==> src/design/doe_pkg.sv <==
// DOE command, controller state, block sizing and register map definitions
package doe_pkg;

    typedef enum logic [1:0] {
        DOE_NONE = 2'd0,
        DOE_UDS  = 2'd1,
        DOE_FE   = 2'd2
    } doe_cmd_e;

    typedef enum logic [2:0] {
        DOE_IDLE  = 3'b000,
        DOE_INIT  = 3'b001,
        DOE_BLOCK = 3'b011,
        DOE_NEXT  = 3'b010,
        DOE_WAIT  = 3'b110,
        DOE_WRITE = 3'b100,
        DOE_DONE  = 3'b101
    } doe_state_e;

    localparam int BLOCK_W       = 64;
    localparam int UDS_BLOCKS    = 2;
    localparam int FE_BLOCKS     = 1;
    localparam int CIPHER_ROUNDS = 4;
    localparam int INIT_CYCLES   = 2;

    // fixed unmasking key shared by every flow
    localparam logic [BLOCK_W-1:0] OBF_KEY = 64'h5a3c_96e1_0f87_c24b;

    localparam logic [3:0] REG_CMD    = 4'h0;
    localparam logic [3:0] REG_STATUS = 4'h4;
    localparam logic [3:0] REG_CTRL   = 4'h8;

endpackage

==> src/design/kv_pkg.sv <==
// key vault geometry and write-rule definitions
package kv_pkg;

    localparam int KV_ENTRIES  = 4;
    localparam int KV_DWORDS   = 4;
    localparam int KV_ENTRY_W  = 2;
    localparam int KV_OFFSET_W = 2;

    // what the rule check needs to know about a pending write
    typedef struct packed {
        logic                  lock_mode;
        logic [KV_ENTRY_W-1:0] entry;
    } kv_write_metrics_t;

    // entry 0 is never a DOE target
    localparam logic [KV_ENTRY_W-1:0] KV_RESERVED_ENTRY = 2'd0;

    // entries from here up are only writable in lock mode
    localparam logic [KV_ENTRY_W-1:0] KV_LOCKED_MIN_ENTRY = 2'd2;

endpackage

==> src/design/doe_cipher_if.sv <==
// init/next handshake between the DOE controller and the unmasking core
`timescale 1ns/1ps

interface doe_cipher_if;

    logic                         init;
    logic                         src_write_en;
    logic [doe_pkg::BLOCK_W-1:0]  src_data;
    logic                         next;
    logic                         init_done;
    logic                         dest_avail;
    logic [doe_pkg::BLOCK_W-1:0]  dest_data;

    modport ctrl (
        output init, output src_write_en, output src_data, output next,
        input  init_done, input dest_avail, input dest_data
    );
    modport core (
        input  init, input src_write_en, input src_data, input next,
        output init_done, output dest_avail, output dest_data
    );

endinterface

==> src/design/kv_write_if.sv <==
// single dword write path from the DOE controller into the key vault
`timescale 1ns/1ps

interface kv_write_if;

    logic                           write_en;
    logic [kv_pkg::KV_ENTRY_W-1:0]  entry;
    logic [kv_pkg::KV_OFFSET_W-1:0] offset;
    logic [31:0]                    data;

    modport ctrl  (output write_en, output entry, output offset, output data);
    modport vault (input  write_en, input  entry, input  offset, input  data);

endinterface

==> src/design/doe_apb_regs.sv <==
// APB register block holding the DOE command, flow status and lock/zeroize control
`timescale 1ns/1ps

module doe_apb_regs (
    input  logic              clk,
    input  logic              rst_b,
    input  logic              psel,
    input  logic              penable,
    input  logic              pwrite,
    input  logic [3:0]        paddr,
    input  logic [31:0]       pwdata,
    output logic [31:0]       prdata,
    output logic              pready,
    output logic              pslverr,
    output doe_pkg::doe_cmd_e cmd,
    output logic [1:0]        dest_sel,
    output logic              ocp_lock_en,
    output logic              zeroize,
    input  logic              flow_done,
    input  logic              flow_error,
    input  logic              flow_in_progress,
    input  logic              lock_uds_flow,
    input  logic              lock_fe_flow
);

    logic wr_access;
    logic done_q;
    logic error_q;

    // no wait states on this bus
    assign pready  = 1'b1;
    assign pslverr = 1'b0;

    assign wr_access = psel & penable & pwrite;

    always_ff @(posedge clk or negedge rst_b) begin
        if (!rst_b) begin
            cmd         <= doe_pkg::DOE_NONE;
            dest_sel    <= '0;
            ocp_lock_en <= 1'b0;
            zeroize     <= 1'b0;
            done_q      <= 1'b0;
            error_q     <= 1'b0;
        end else begin
            // zeroize is a single pulse per CTRL write with bit 0 set
            zeroize <= wr_access && (paddr == doe_pkg::REG_CTRL) && pwdata[0];
            if (wr_access && (paddr == doe_pkg::REG_CTRL)) begin
                ocp_lock_en <= pwdata[1];
            end
            if (wr_access && (paddr == doe_pkg::REG_CMD)) begin
                cmd      <= doe_pkg::doe_cmd_e'(pwdata[1:0]);
                dest_sel <= pwdata[5:4];
                done_q   <= 1'b0;
                error_q  <= 1'b0;
            end else begin
                if (flow_done || zeroize) begin
                    cmd <= doe_pkg::DOE_NONE;
                end
                // status bits stay set until the next command
                done_q  <= done_q | flow_done;
                error_q <= error_q | flow_error;
            end
        end
    end

    always_comb begin
        prdata = '0;
        if (psel) begin
            case (paddr)
                doe_pkg::REG_CMD:    prdata = {26'd0, dest_sel, 2'b00, cmd};
                doe_pkg::REG_STATUS: prdata = {27'd0, lock_fe_flow, lock_uds_flow,
                                               error_q, done_q, flow_in_progress};
                doe_pkg::REG_CTRL:   prdata = {30'd0, ocp_lock_en, 1'b0};
                default:             prdata = '0;
            endcase
        end
    end

endmodule

==> src/design/doe_cipher_core.sv <==
// chained rotate-and-xor unmasking core with init/next handshake
`timescale 1ns/1ps

module doe_cipher_core (
    input  logic       clk,
    input  logic       rst_b,
    doe_cipher_if.core cipher
);

    logic [3:0]                  cnt;
    logic                        rounds_on;
    logic [doe_pkg::BLOCK_W-1:0] work;
    logic [doe_pkg::BLOCK_W-1:0] chain;
    logic [doe_pkg::BLOCK_W-1:0] round_out;

    // one round rotates left by a byte and mixes in the key
    assign round_out = {work[doe_pkg::BLOCK_W-9:0], work[doe_pkg::BLOCK_W-1:doe_pkg::BLOCK_W-8]}
                       ^ doe_pkg::OBF_KEY;

    always_ff @(posedge clk or negedge rst_b) begin
        if (!rst_b) begin
            cnt               <= '0;
            rounds_on         <= 1'b0;
            cipher.init_done  <= 1'b0;
            cipher.dest_avail <= 1'b0;
        end else if (cipher.init) begin
            cnt               <= 4'(doe_pkg::INIT_CYCLES);
            rounds_on         <= 1'b0;
            cipher.init_done  <= 1'b0;
            cipher.dest_avail <= 1'b0;
        end else if (cipher.next) begin
            cnt               <= 4'(doe_pkg::CIPHER_ROUNDS);
            rounds_on         <= 1'b1;
            cipher.init_done  <= 1'b0;
            cipher.dest_avail <= 1'b0;
        end else if (cnt != '0) begin
            cnt <= cnt - 1'b1;
            if (cnt == 4'd1) begin
                cipher.init_done  <= 1'b1;
                cipher.dest_avail <= rounds_on;
            end
        end
    end

    // each loaded block is xored with the previous result before its rounds
    always_ff @(posedge clk) begin
        if (cipher.init) begin
            chain <= '0;
        end else if (cipher.src_write_en) begin
            work <= cipher.src_data ^ chain;
        end else if (rounds_on && (cnt != '0)) begin
            work <= round_out;
            if (cnt == 4'd1) chain <= round_out;
        end
    end

    assign cipher.dest_data = work;

endmodule

==> src/design/doe_fsm.sv <==
// DOE flow controller sequencing unmasking blocks into checked vault writes
`timescale 1ns/1ps

module doe_fsm (
    input  logic                clk,
    input  logic                rst_b,
    input  logic                hard_rst_b,
    input  logic [127:0]        obf_uds_seed,
    input  logic [63:0]         obf_field_entropy,
    input  doe_pkg::doe_cmd_e   cmd,
    input  logic [1:0]          dest_sel,
    input  logic                ocp_lock_en,
    input  logic                zeroize,
    doe_cipher_if.ctrl          cipher,
    kv_write_if.ctrl            kv_wr,
    output logic                flow_done,
    output logic                flow_error,
    output logic                flow_in_progress,
    output logic                lock_uds_flow,
    output logic                lock_fe_flow
);

    doe_pkg::doe_state_e state;
    doe_pkg::doe_state_e state_nxt;

    logic running_uds;
    logic running_fe;
    logic start;
    logic locked_cmd;
    logic zeroize_hold;
    logic block_done;
    logic write_en;
    logic write_last;

    logic [$clog2(doe_pkg::UDS_BLOCKS)-1:0] block_offset;
    logic [kv_pkg::KV_OFFSET_W-1:0]         dword_offset;
    logic [kv_pkg::KV_ENTRY_W-1:0]          dest_entry;

    kv_pkg::kv_write_metrics_t write_metrics;
    logic                      kv_write_allow;

    assign running_uds      = (cmd == doe_pkg::DOE_UDS);
    assign running_fe       = (cmd == doe_pkg::DOE_FE);
    assign flow_in_progress = running_uds | running_fe;
    assign start            = (running_uds & ~lock_uds_flow) | (running_fe & ~lock_fe_flow);
    assign locked_cmd       = (running_uds & lock_uds_flow) | (running_fe & lock_fe_flow);
    assign block_done       = running_uds ? (block_offset == doe_pkg::UDS_BLOCKS - 1) :
                                            (block_offset == doe_pkg::FE_BLOCKS - 1);

    // a block is finished once its lower dword has gone out
    assign write_last = kv_write_allow & dword_offset[0];

    // widen the zeroize pulse so the controller sits in IDLE until a new command
    always_ff @(posedge clk or negedge rst_b) begin
        if (!rst_b) begin
            zeroize_hold <= 1'b0;
        end else if (zeroize) begin
            zeroize_hold <= 1'b1;
        end else if (flow_in_progress) begin
            zeroize_hold <= 1'b0;
        end
    end

    always_comb begin
        state_nxt           = state;
        cipher.init         = 1'b0;
        cipher.next         = 1'b0;
        cipher.src_write_en = 1'b0;
        write_en            = 1'b0;
        flow_done           = 1'b0;
        flow_error          = 1'b0;
        case (state)
            doe_pkg::DOE_IDLE: begin
                // a locked command finishes at once without touching the vault
                flow_done = locked_cmd;
                if (start) state_nxt = doe_pkg::DOE_INIT;
            end
            doe_pkg::DOE_INIT: begin
                cipher.init = 1'b1;
                state_nxt   = doe_pkg::DOE_WAIT;
            end
            doe_pkg::DOE_BLOCK: begin
                cipher.src_write_en = 1'b1;
                state_nxt           = doe_pkg::DOE_NEXT;
            end
            doe_pkg::DOE_NEXT: begin
                cipher.next = 1'b1;
                state_nxt   = doe_pkg::DOE_WAIT;
            end
            doe_pkg::DOE_WAIT: begin
                if (cipher.init_done && cipher.dest_avail) state_nxt = doe_pkg::DOE_WRITE;
                else if (cipher.init_done) state_nxt = doe_pkg::DOE_BLOCK;
            end
            doe_pkg::DOE_WRITE: begin
                // a denied write stalls here until zeroize
                write_en   = kv_write_allow;
                flow_error = ~kv_write_allow;
                if (write_last && block_done) state_nxt = doe_pkg::DOE_DONE;
                else if (write_last) state_nxt = doe_pkg::DOE_BLOCK;
            end
            doe_pkg::DOE_DONE: begin
                flow_done = 1'b1;
                state_nxt = doe_pkg::DOE_IDLE;
            end
            default: state_nxt = doe_pkg::DOE_IDLE;
        endcase
    end

    always_ff @(posedge clk or negedge rst_b) begin
        if (!rst_b) begin
            state        <= doe_pkg::DOE_IDLE;
            block_offset <= '0;
            dword_offset <= '0;
            dest_entry   <= '0;
        end else if (zeroize_hold) begin
            state        <= doe_pkg::DOE_IDLE;
            block_offset <= '0;
            dword_offset <= '0;
            dest_entry   <= '0;
        end else begin
            state <= state_nxt;
            if ((state == doe_pkg::DOE_IDLE) && start) begin
                dest_entry <= dest_sel;
            end
            if (state == doe_pkg::DOE_DONE) begin
                block_offset <= '0;
                dword_offset <= '0;
            end else begin
                if (write_en) dword_offset <= dword_offset + 1'b1;
                if ((state == doe_pkg::DOE_WRITE) && write_last && !block_done) begin
                    block_offset <= block_offset + 1'b1;
                end
            end
        end
    end

    // block 0 sits in the low bits of the seed
    assign cipher.src_data = running_uds ?
                             obf_uds_seed[block_offset*doe_pkg::BLOCK_W +: doe_pkg::BLOCK_W] :
                             obf_field_entropy;

    assign write_metrics.entry     = dest_entry;
    assign write_metrics.lock_mode = ocp_lock_en;

    // decision settles before the first WAIT since the entry latches leaving IDLE
    kv_write_rule_check u_rule_check (
        .clk           (clk),
        .rst_b         (rst_b),
        .write_metrics (write_metrics),
        .write_allow   (kv_write_allow)
    );

    // the upper half of each result is stored first
    assign kv_wr.write_en = write_en;
    assign kv_wr.entry    = dest_entry;
    assign kv_wr.offset   = dword_offset;
    assign kv_wr.data     = !write_en ? 32'd0 :
                            dword_offset[0] ? cipher.dest_data[31:0] :
                                              cipher.dest_data[doe_pkg::BLOCK_W-1:32];

    // flow locks survive a warm reset
    always_ff @(posedge clk or negedge hard_rst_b) begin
        if (!hard_rst_b) begin
            lock_uds_flow <= 1'b0;
            lock_fe_flow  <= 1'b0;
        end else begin
            lock_uds_flow <= lock_uds_flow | (running_uds & flow_done);
            lock_fe_flow  <= lock_fe_flow | (running_fe & flow_done);
        end
    end

endmodule

==> src/design/doe_top.sv <==
// DOE top level joining the APB registers, flow controller, unmasking core and key vault
`timescale 1ns/1ps

module doe_top (
    input  logic                           clk,
    input  logic                           rst_b,
    input  logic                           hard_rst_b,
    input  logic                           psel,
    input  logic                           penable,
    input  logic                           pwrite,
    input  logic [3:0]                     paddr,
    input  logic [31:0]                    pwdata,
    output logic [31:0]                    prdata,
    output logic                           pready,
    output logic                           pslverr,
    input  logic [127:0]                   obf_uds_seed,
    input  logic [63:0]                    obf_field_entropy,
    input  logic [kv_pkg::KV_ENTRY_W-1:0]  kv_rd_entry,
    input  logic [kv_pkg::KV_OFFSET_W-1:0] kv_rd_offset,
    output logic [31:0]                    kv_rd_data
);

    doe_pkg::doe_cmd_e cmd;
    logic [1:0]        dest_sel;
    logic              ocp_lock_en;
    logic              zeroize;
    logic              flow_done;
    logic              flow_error;
    logic              flow_in_progress;
    logic              lock_uds_flow;
    logic              lock_fe_flow;

    kv_write_if   kv_wr ();
    doe_cipher_if cipher ();

    doe_apb_regs u_regs (
        .clk              (clk),
        .rst_b            (rst_b),
        .psel             (psel),
        .penable          (penable),
        .pwrite           (pwrite),
        .paddr            (paddr),
        .pwdata           (pwdata),
        .prdata           (prdata),
        .pready           (pready),
        .pslverr          (pslverr),
        .cmd              (cmd),
        .dest_sel         (dest_sel),
        .ocp_lock_en      (ocp_lock_en),
        .zeroize          (zeroize),
        .flow_done        (flow_done),
        .flow_error       (flow_error),
        .flow_in_progress (flow_in_progress),
        .lock_uds_flow    (lock_uds_flow),
        .lock_fe_flow     (lock_fe_flow)
    );

    doe_fsm u_fsm (
        .clk               (clk),
        .rst_b             (rst_b),
        .hard_rst_b        (hard_rst_b),
        .obf_uds_seed      (obf_uds_seed),
        .obf_field_entropy (obf_field_entropy),
        .cmd               (cmd),
        .dest_sel          (dest_sel),
        .ocp_lock_en       (ocp_lock_en),
        .zeroize           (zeroize),
        .cipher            (cipher.ctrl),
        .kv_wr             (kv_wr.ctrl),
        .flow_done         (flow_done),
        .flow_error        (flow_error),
        .flow_in_progress  (flow_in_progress),
        .lock_uds_flow     (lock_uds_flow),
        .lock_fe_flow      (lock_fe_flow)
    );

    doe_cipher_core u_core (
        .clk    (clk),
        .rst_b  (rst_b),
        .cipher (cipher.core)
    );

    key_vault u_vault (
        .clk       (clk),
        .rst_b     (rst_b),
        .kv_wr     (kv_wr.vault),
        .rd_entry  (kv_rd_entry),
        .rd_offset (kv_rd_offset),
        .rd_data   (kv_rd_data)
    );

endmodule

==> src/design/key_vault.sv <==
// four-entry key vault of four dwords each, one write port and a combinational read
`timescale 1ns/1ps

module key_vault (
    input  logic                           clk,
    input  logic                           rst_b,
    kv_write_if.vault                      kv_wr,
    input  logic [kv_pkg::KV_ENTRY_W-1:0]  rd_entry,
    input  logic [kv_pkg::KV_OFFSET_W-1:0] rd_offset,
    output logic [31:0]                    rd_data
);

    logic [31:0] mem [kv_pkg::KV_ENTRIES*kv_pkg::KV_DWORDS];

    // secrets must not survive a reset, so the whole array clears
    always_ff @(posedge clk or negedge rst_b) begin
        if (!rst_b) begin
            for (int i = 0; i < kv_pkg::KV_ENTRIES*kv_pkg::KV_DWORDS; i++) begin
                mem[i] <= '0;
            end
        end else if (kv_wr.write_en) begin
            mem[{kv_wr.entry, kv_wr.offset}] <= kv_wr.data;
        end
    end

    assign rd_data = mem[{rd_entry, rd_offset}];

endmodule

==> src/design/kv_write_rule_check.sv <==
// registered allow/deny decision for DOE writes into the key vault
`timescale 1ns/1ps

module kv_write_rule_check (
    input  logic                      clk,
    input  logic                      rst_b,
    input  kv_pkg::kv_write_metrics_t write_metrics,
    output logic                      write_allow
);

    logic reserved_hit;
    logic lock_needed;

    assign reserved_hit = (write_metrics.entry == kv_pkg::KV_RESERVED_ENTRY);
    assign lock_needed  = (write_metrics.entry >= kv_pkg::KV_LOCKED_MIN_ENTRY);

    always_ff @(posedge clk or negedge rst_b) begin
        if (!rst_b) begin
            write_allow <= 1'b0;
        end else begin
            write_allow <= ~reserved_hit & (~lock_needed | write_metrics.lock_mode);
        end
    end

endmodule

==> config.mk <==
export PLATFORM = sky130hd
export DESIGN_NAME = doe_top
export DESIGN_NICKNAME = d
export VERILOG_FILES = /design/src/design/doe_pkg.sv /design/src/design/kv_pkg.sv /design/src/design/doe_cipher_if.sv /design/src/design/kv_write_if.sv /design/src/design/doe_apb_regs.sv /design/src/design/doe_cipher_core.sv /design/src/design/doe_fsm.sv /design/src/design/doe_top.sv /design/src/design/key_vault.sv /design/src/design/kv_write_rule_check.sv
export SDC_FILE = /design/constraint.sdc
export NUM_CORES = 1
export LEC_CHECK = 0
export BUFFER_PORTS_ARGS = -buffer_cell sky130_fd_sc_hd__buf_2
export CAP_MARGIN = 20
export CORE_MARGIN = 3
export CORE_UTILIZATION = 50
export CTS_CLUSTER_SIZE = 25
export DETAILED_ROUTE_END_ITERATION = 16
export GPL_TIMING_DRIVEN = 0
export PLACE_DENSITY = 0.66
export SYNTH_ARGS = -nofsm -noshare
export SYNTH_HDL_FRONTEND = slang
export SYNTH_SLANG_ARGS = --single-unit
==> constraint.sdc <==
create_clock -name clk -period 7.82 [get_ports clk]
set_input_delay 0.782 -clock clk [delete_from_list [all_inputs] [get_ports clk]]
set_output_delay 0.782 -clock clk [all_outputs]
set_load 0.05 [all_outputs]
# Yosys cells after proc, flatten, opt, wreduce, memory -nomap -nowiden
# Cells that the tools add are included.
[word_totals]
out_inout_bits = 66
regBits = 667
inputBits = 238
wordCells = 172
[op_classes]
shifts = 1
reduce_logical = 30
muxes = 54
addsub = 3
n_eq_ne = 14
magnitude_cmp = 4
n_bitwise = 30
[ops]
columns = ["op", "n"]
rows = [
  ["bitwise mux 512 bit", 1],
  ["2-to-1 mux 32 bit", 6],
  ["2-to-1 mux 64 bit", 3],
  ["binary-select mux 32 bit (select 4 bit)", 1],
  ["demux 32 bit (select 4 bit)", 1],
  ["variable part select 128 x 8 -> 64 bit", 1],
  ["XOR 64 bit", 1],
  ["inverter 31 bit", 1],
  ["2-to-1 mux 1 bit", 23],
  ["2-to-1 mux 3 bit", 6],
  ["case mux 6 bit (3 select lines)", 1],
  ["case mux 3 bit (5 select lines)", 1],
  ["2-to-1 mux 2 bit", 7],
  ["2-to-1 mux 4 bit", 3],
  ["nonzero test 3 bit", 4],
  ["AND 1 bit", 10],
  ["greater-or-equal comparator 5 bit, second input constant", 2],
  ["logical AND 1 bit", 10],
  ["inverter 4 -> 5 bit", 2],
  ["nonzero test 2 bit", 5],
  ["equality test 3 bit, second input constant", 3],
  ["!= test 4 x 1 -> 1 bit, second input constant", 2],
  ["inverter 1 bit", 8],
  ["bitwise OR 1 bit", 8],
  ["other kinds (23)", 26],
]

# Logic depth before layout (Yosys ltp)
[depth]
ltp_word = 7
ltp_mapped = 9
ltp_nobuf = 6

# Modules after synthesis
# A second synthesis with hierarchy kept.
[unflattened]
cells_unflattened = 2426
hier_area_um2 = 32274.7
[modules_own_cells]
columns = ["module", "n_inst", "cells_each", "area_per_inst_um2", "seq_area_each_um2"]
rows = [
  ["key_vault", 1, 1404, 22774.3, 12812.3],
  ["doe_cipher_core", 1, 591, 6304.8, 3378.2],
  ["doe_fsm", 1, 359, 2489.9, 275.3],
  ["doe_apb_regs", 1, 70, 665.6, 200.2],
  ["kv_write_rule_check", 1, 2, 40.0, 25.0],
]

# Worst setup path before layout
# OpenSTA, ideal clock, no wires.
[synth_timing]
kind = "reg2reg"
from = "register u_core.cnt[0]"
to = "register u_core.work, in the netlist u_core.cipher.dest_data[0] (enable)"
path_stages_with_launch = 5
setup_ns = 0.574
required_ns = 7.246
arrival_time_ns = 5.381
n_path_buf = 0
synth_period_minus_slack_ns = 5.955
path_slack_ns = 1.865
cell_sequence = "dfrtp_1 inv_1 ha_1 nor3b_1 o21ai_0"
[synth_via]
elab_chain_len = 4
[synth_lines]
columns = ["item", "line", "source"]
rows = [
  ["from (decl)", "doe_cipher_core.sv:10", "logic [3:0] cnt;"],
  ["from (signal assigned)", "doe_cipher_core.sv:27", "cnt <= 4'(doe_pkg::INIT_CYCLES);"],
  ["from (signal assigned)", "doe_cipher_core.sv:32", "cnt <= 4'(doe_pkg::CIPHER_ROUNDS);"],
  ["from (signal assigned)", "doe_cipher_core.sv:37", "cnt <= cnt - 1'b1;"],
  ["nonzero test 4 bit", "doe_cipher_core.sv:51", "end else if (rounds_on && (cnt != '0)) begin"],
  ["logical AND 1 bit", "doe_cipher_core.sv:51", ""],
  ["nonzero test 2 bit (no line)", "--", ""],
  ["AND reduction 2 bit (no line)", "--", ""],
  ["to (signal assigned)", "doe_cipher_core.sv:50", "work <= cipher.src_data ^ chain;"],
  ["to (signal assigned)", "doe_cipher_core.sv:52", "work <= round_out;"],
  ["to (decl)", "doe_cipher_core.sv:12", "logic [doe_pkg::BLOCK_W-1:0] work;"],
]
# No other way between the ends.
# A chain may end at the register's enable or synchronous reset.

# Worst setup path in the final report
[layout_timing]
from = "input kv_rd_offset[1] (netlist name)"
to = "output kv_rd_data[1]"
[layout_via]
elab_chain_len = 4
[layout_lines]
columns = ["item", "line", "source"]
rows = [
  ["from (decl)", "doe_top.sv:19", "input logic [kv_pkg::KV_OFFSET_W-1:0] kv_rd_offset,"],
  ["inverter 4 -> 5 bit (implied by the code)", "key_vault.sv:26", "assign rd_data = mem[{rd_entry, rd_offset}];"],
  ["binary-select mux 32 bit (select 4 bit)", "key_vault.sv:26", ""],
  ["2-to-1 mux 32 bit (implied by the code) (2 in a row)", "key_vault.sv:26", ""],
  ["to (decl)", "doe_top.sv:20", "output logic [31:0] kv_rd_data"],
]
# No other way between the ends. The select of a mux whose other input is x is not followed.

==> summary.txt <==
status: complete, no violations
DRT Pass-1 Iters: 8
most instantiated library cell after synthesis: dfrtp_1
most used cell along the critical path: clkbuf_1
Primary FF master, synth: dfrtp_1
Row Count: 89
Worst R2R End: u_core.cipher.dest_data[34]
drt first-iter violations: 2490
maximum ir drop on the vdd rail: 0.0001547 V
wire per inst: 22.34 um
amount of wire on met3 after detailed routing: 6078 um
number of nets with antenna violations after detailed routing: 0
number of instances in the synthesized netlist: 2886
dominant combinational cell family by area after synthesis: multiplexers
worst-path cell chain: clkbuf_1 -> clkbuf_1 -> mux4_2 -> a22oi_1 -> nand2_1 -> buf_2
via count: 23800
Final period util: 53.46%
Bufs on Longest Clock Path: 3
CTS sink cnt: 667
sum of routed wire segments on met1: 36840 um
share of post-route cells with drive strength above 1: 18.47%
filler cell count: 4908
Final Setup Violations: 0
mux share of post-synthesis cell area: 13.99%
Reg-to-Reg Start: u_regs.cmd[1]
maximum frequency from static timing analysis: 239.2 MHz
worst hold-check path type: in2async
cell area reported after detailed placement: 32910 um2
post-detailed-route via-to-cell ratio: 5.855
number of synthesized flops with an enable pin: 64
pin count of the biggest net entering global routing: 131
maximum fanout encountered on the critical timing path: 10
global route overflow: 0
synthesized area: 30450 um2
antenna violations before repair: 0
total wire length: 90790 um
largest incremental delay on the critical path: 0.85 ns
width of the die: 252.8 um
Slowest cell on crit path: clkbuf_1
number of ports placed on the die boundary: 304
H-tree levels: 3
Syn Area/Cell: 10.55 um2
share of the core filled with cells in the final layout: 59.12%
area share of the leading cell type in the synthesized netlist: 44.30%
RSZ-0062 raised after global routing: false
crit path kind: in2out
placer's final routability congestion estimate: 0.9330
reported leakage power: 15.74 nW
warning count from the yosys run: 0
layout net count: 3481
growth of design area from synthesis to finish: 15.66%
area of all placed cells without fillers: 35220 um2
Worst slew margin: 26.84%
wire length on met2: 44710 um
Buffers on Ports: 244
buffer cell driving the clock tree root: clkbuf_16
area share of xor/xnor cells in the synthesized design: 1.927%
register bit count reported by yosys: 667
number of pins with negative max-slew slack in the final report: 0
biggest area consumer among synthesized cells: dfrtp_1
worst slew pin tran: 1.067 ns
P per Cell Area: 312.1 nW/um2
die height: 252.8 um
estimated wirelength of the detail-placed design: 66250 um
most area-consuming cells after synthesis: dfrtp_1, mux4_2, o21ai_0
TritonCTS clock tree: yes
worst clock skew: 0.02455 ns
uppermost signal routing layer after detailed routing: met4
worst r2r path cells: 8
n_diodes: 0
required time worst endpoint: 7.04 ns
crit path capture type: output port
number of buffers created by CTS: 70
number of buffers inserted to repair setup after CTS: 0
reg-to-reg setup timing slack: 4.79 ns
DIE AREA: 63900 um2
sort of element at the start of the critical path: primary input
post-synthesis share of cell area spent on and, or, nand and nor gates: 11.09%
Core ar.: 59580 um2
number of library cell types mapped by synthesis: 46
share of synthesized registers carrying an async set or reset: 80.81%
wire length of the first global-routing pass: 139900 um
clock latency on the worst-skew pair: 0.61 ns
number of hold violations in the final report: 0
share of the synthesized area in compound gates (AO/OA/AOI/OAI): 13.57%
total of max-cap violations: 0
part of the Yosys area used for sequential elements: 54.82%
Initial Util: 51.11%
final period demand of the worst path: 4.180 ns
most used standard cells in the synthesized netlist: dfrtp_1, nand2_1, o21ai_0, nor2_1, a21oi_1
Synth Area in Adders: 0.3287%
clock-pin transition on the worst setup and hold timing paths: 0.06 ns
number of global-route vias before repair: 24020
arrival time at the worst endpoint: 3.40 ns
gr usage total: 28.60%
remaining design rule violation count: 0
[metal layers]
layer | GRT usage (%) | vias to the layer above
li1 | - | 10720
met1 | 38.22 | 11920
met2 | 48.09 | 985
met3 | 3.975 | 166
met4 | 10.58 | 0
met5 | 0 | -
[metrics by stage]
| step | power, mW | hold WS [ns] | std cells | TNS [ns] | setup WS, ns |
|---|---|---|---|---|---|
| global route | 11.50 | 0.1159 | 4064 | 0 | 3.581 |
| detailed placement | 7.658 | 0.4638 | 3935 | 0 | 3.646 |
| floorplan | 6.467 | 0.4446 | 2912 | 0 | 1.865 |
| global placement | 7.559 | 0.4538 | 3929 | -2349.71 | -4.377 |
| finish | 10.99 | 0.1018 | 4064 | 0 | 3.640 |
| CTS | 11.00 | 0.09111 | 4064 | 0 | 3.646 |
[cells by family (layout without fill, tap and decap cells)]
| kind of cell | count (synthesis) | count (layout) |
|---|---|---|
| and+or+nand+nor | 827 | 827 |
| buffers and inverters | 281 | 660 |
| adders and majority gates | 8 | 8 |
| muxes | 265 | 265 |
| other | 2 | 28 |
| xor gates and xnor gates | 67 | 67 |
| AOI/OAI and AO/OA | 769 | 769 |
| DFF | 667 | 667 |
[worst max-delay path, delay by kind of cell]
family	cells	cell delay, ns
buffers and inverters	3	1.69
AO/OA/AOI/OAI	1	0.28
multiplexers	1	0.46
AND/OR/NAND/NOR	1	0.17
[flip-flops by register name, indices dropped and copies added, names as in the netlist, 2 cells and up]
| name | count |
|---|---|
| u_vault.mem | 512 |
| u_core.chain | 64 |
| u_core.cipher.dest_data | 64 |
| u_core.cnt | 4 |
| u_fsm.state | 3 |
| u_fsm.kv_wr.entry | 2 |
| u_fsm.kv_wr.offset | 2 |
| u_regs.cmd | 2 |
| u_regs.dest_sel | 2 |
[cell usage in the layout, fill, tap and decap left out, types with 35 or more instances in the layout]
cell / netlist / layout
dfrtp_1: 539 / 539
nand2_1: 527 / 527
o21ai_0: 413 / 412
buf_2: 68 / 311
nor2_1: 244 / 244
a21oi_1: 234 / 234
clkbuf_1: 152 / 176
mux2i_1: 133 / 133
mux4_2: 128 / 128
clkbuf_16: 0 / 73
xnor2_1: 67 / 67
a22oi_1: 65 / 65
dfxtp_1: 64 / 64
edfxtp_1: 64 / 64
buf_4: 35 / 35
[where the power goes]
group	switching, mW	internal [mW]
Combinational	2.03	0.970
Sequential	0.467	4.18
Clock	1.37	1.97
[timing repair]
action	CTS	global route
hold buffers	1	0
gates resized for setup	0	0
endpoints found under the hold margin	2	0
[worst max-delay path by stage]
| stage | from | endpoint | slack (ns) | cells after the start |
|---|---|---|---|---|
| 2_1_floorplan | u_core.cnt[0] | u_core.cipher.dest_data[0] | 1.87 | 4 |
| 3_3_place_gp | rst_b | u_vault.mem[188] | -4.38 | 1 |
| 3_5_place_dp | kv_rd_offset[1] | kv_rd_data[4] | 3.65 | 6 |
| 4_1_cts | kv_rd_offset[1] | kv_rd_data[4] | 3.65 | 6 |
| 5_1_grt | kv_rd_offset[1] | kv_rd_data[2] | 3.58 | 6 |
| 6_report | kv_rd_offset[1] | kv_rd_data[1] | 3.64 | 6 |
[final cells by class]
| cell class | instances | area [um2] | share of cell area, % |
|---|---|---|---|
| Sequential cell | 667 | 16690 | 47.39 |
| Buffer | 272 | 1260 | 3.578 |
| Clock inverter | 15 | 165.2 | 0.4689 |
| Tap cell | 773 | 967.2 | 2.746 |
| Multi-Input combinational cell | 1964 | 12570 | 35.70 |
| Timing Repair Buffer | 251 | 1391 | 3.951 |
| Clock buffer | 113 | 2137 | 6.068 |
| Inverter | 9 | 33.78 | 0.09592 |
No activity file was read; power rests on OpenSTA's default activity.
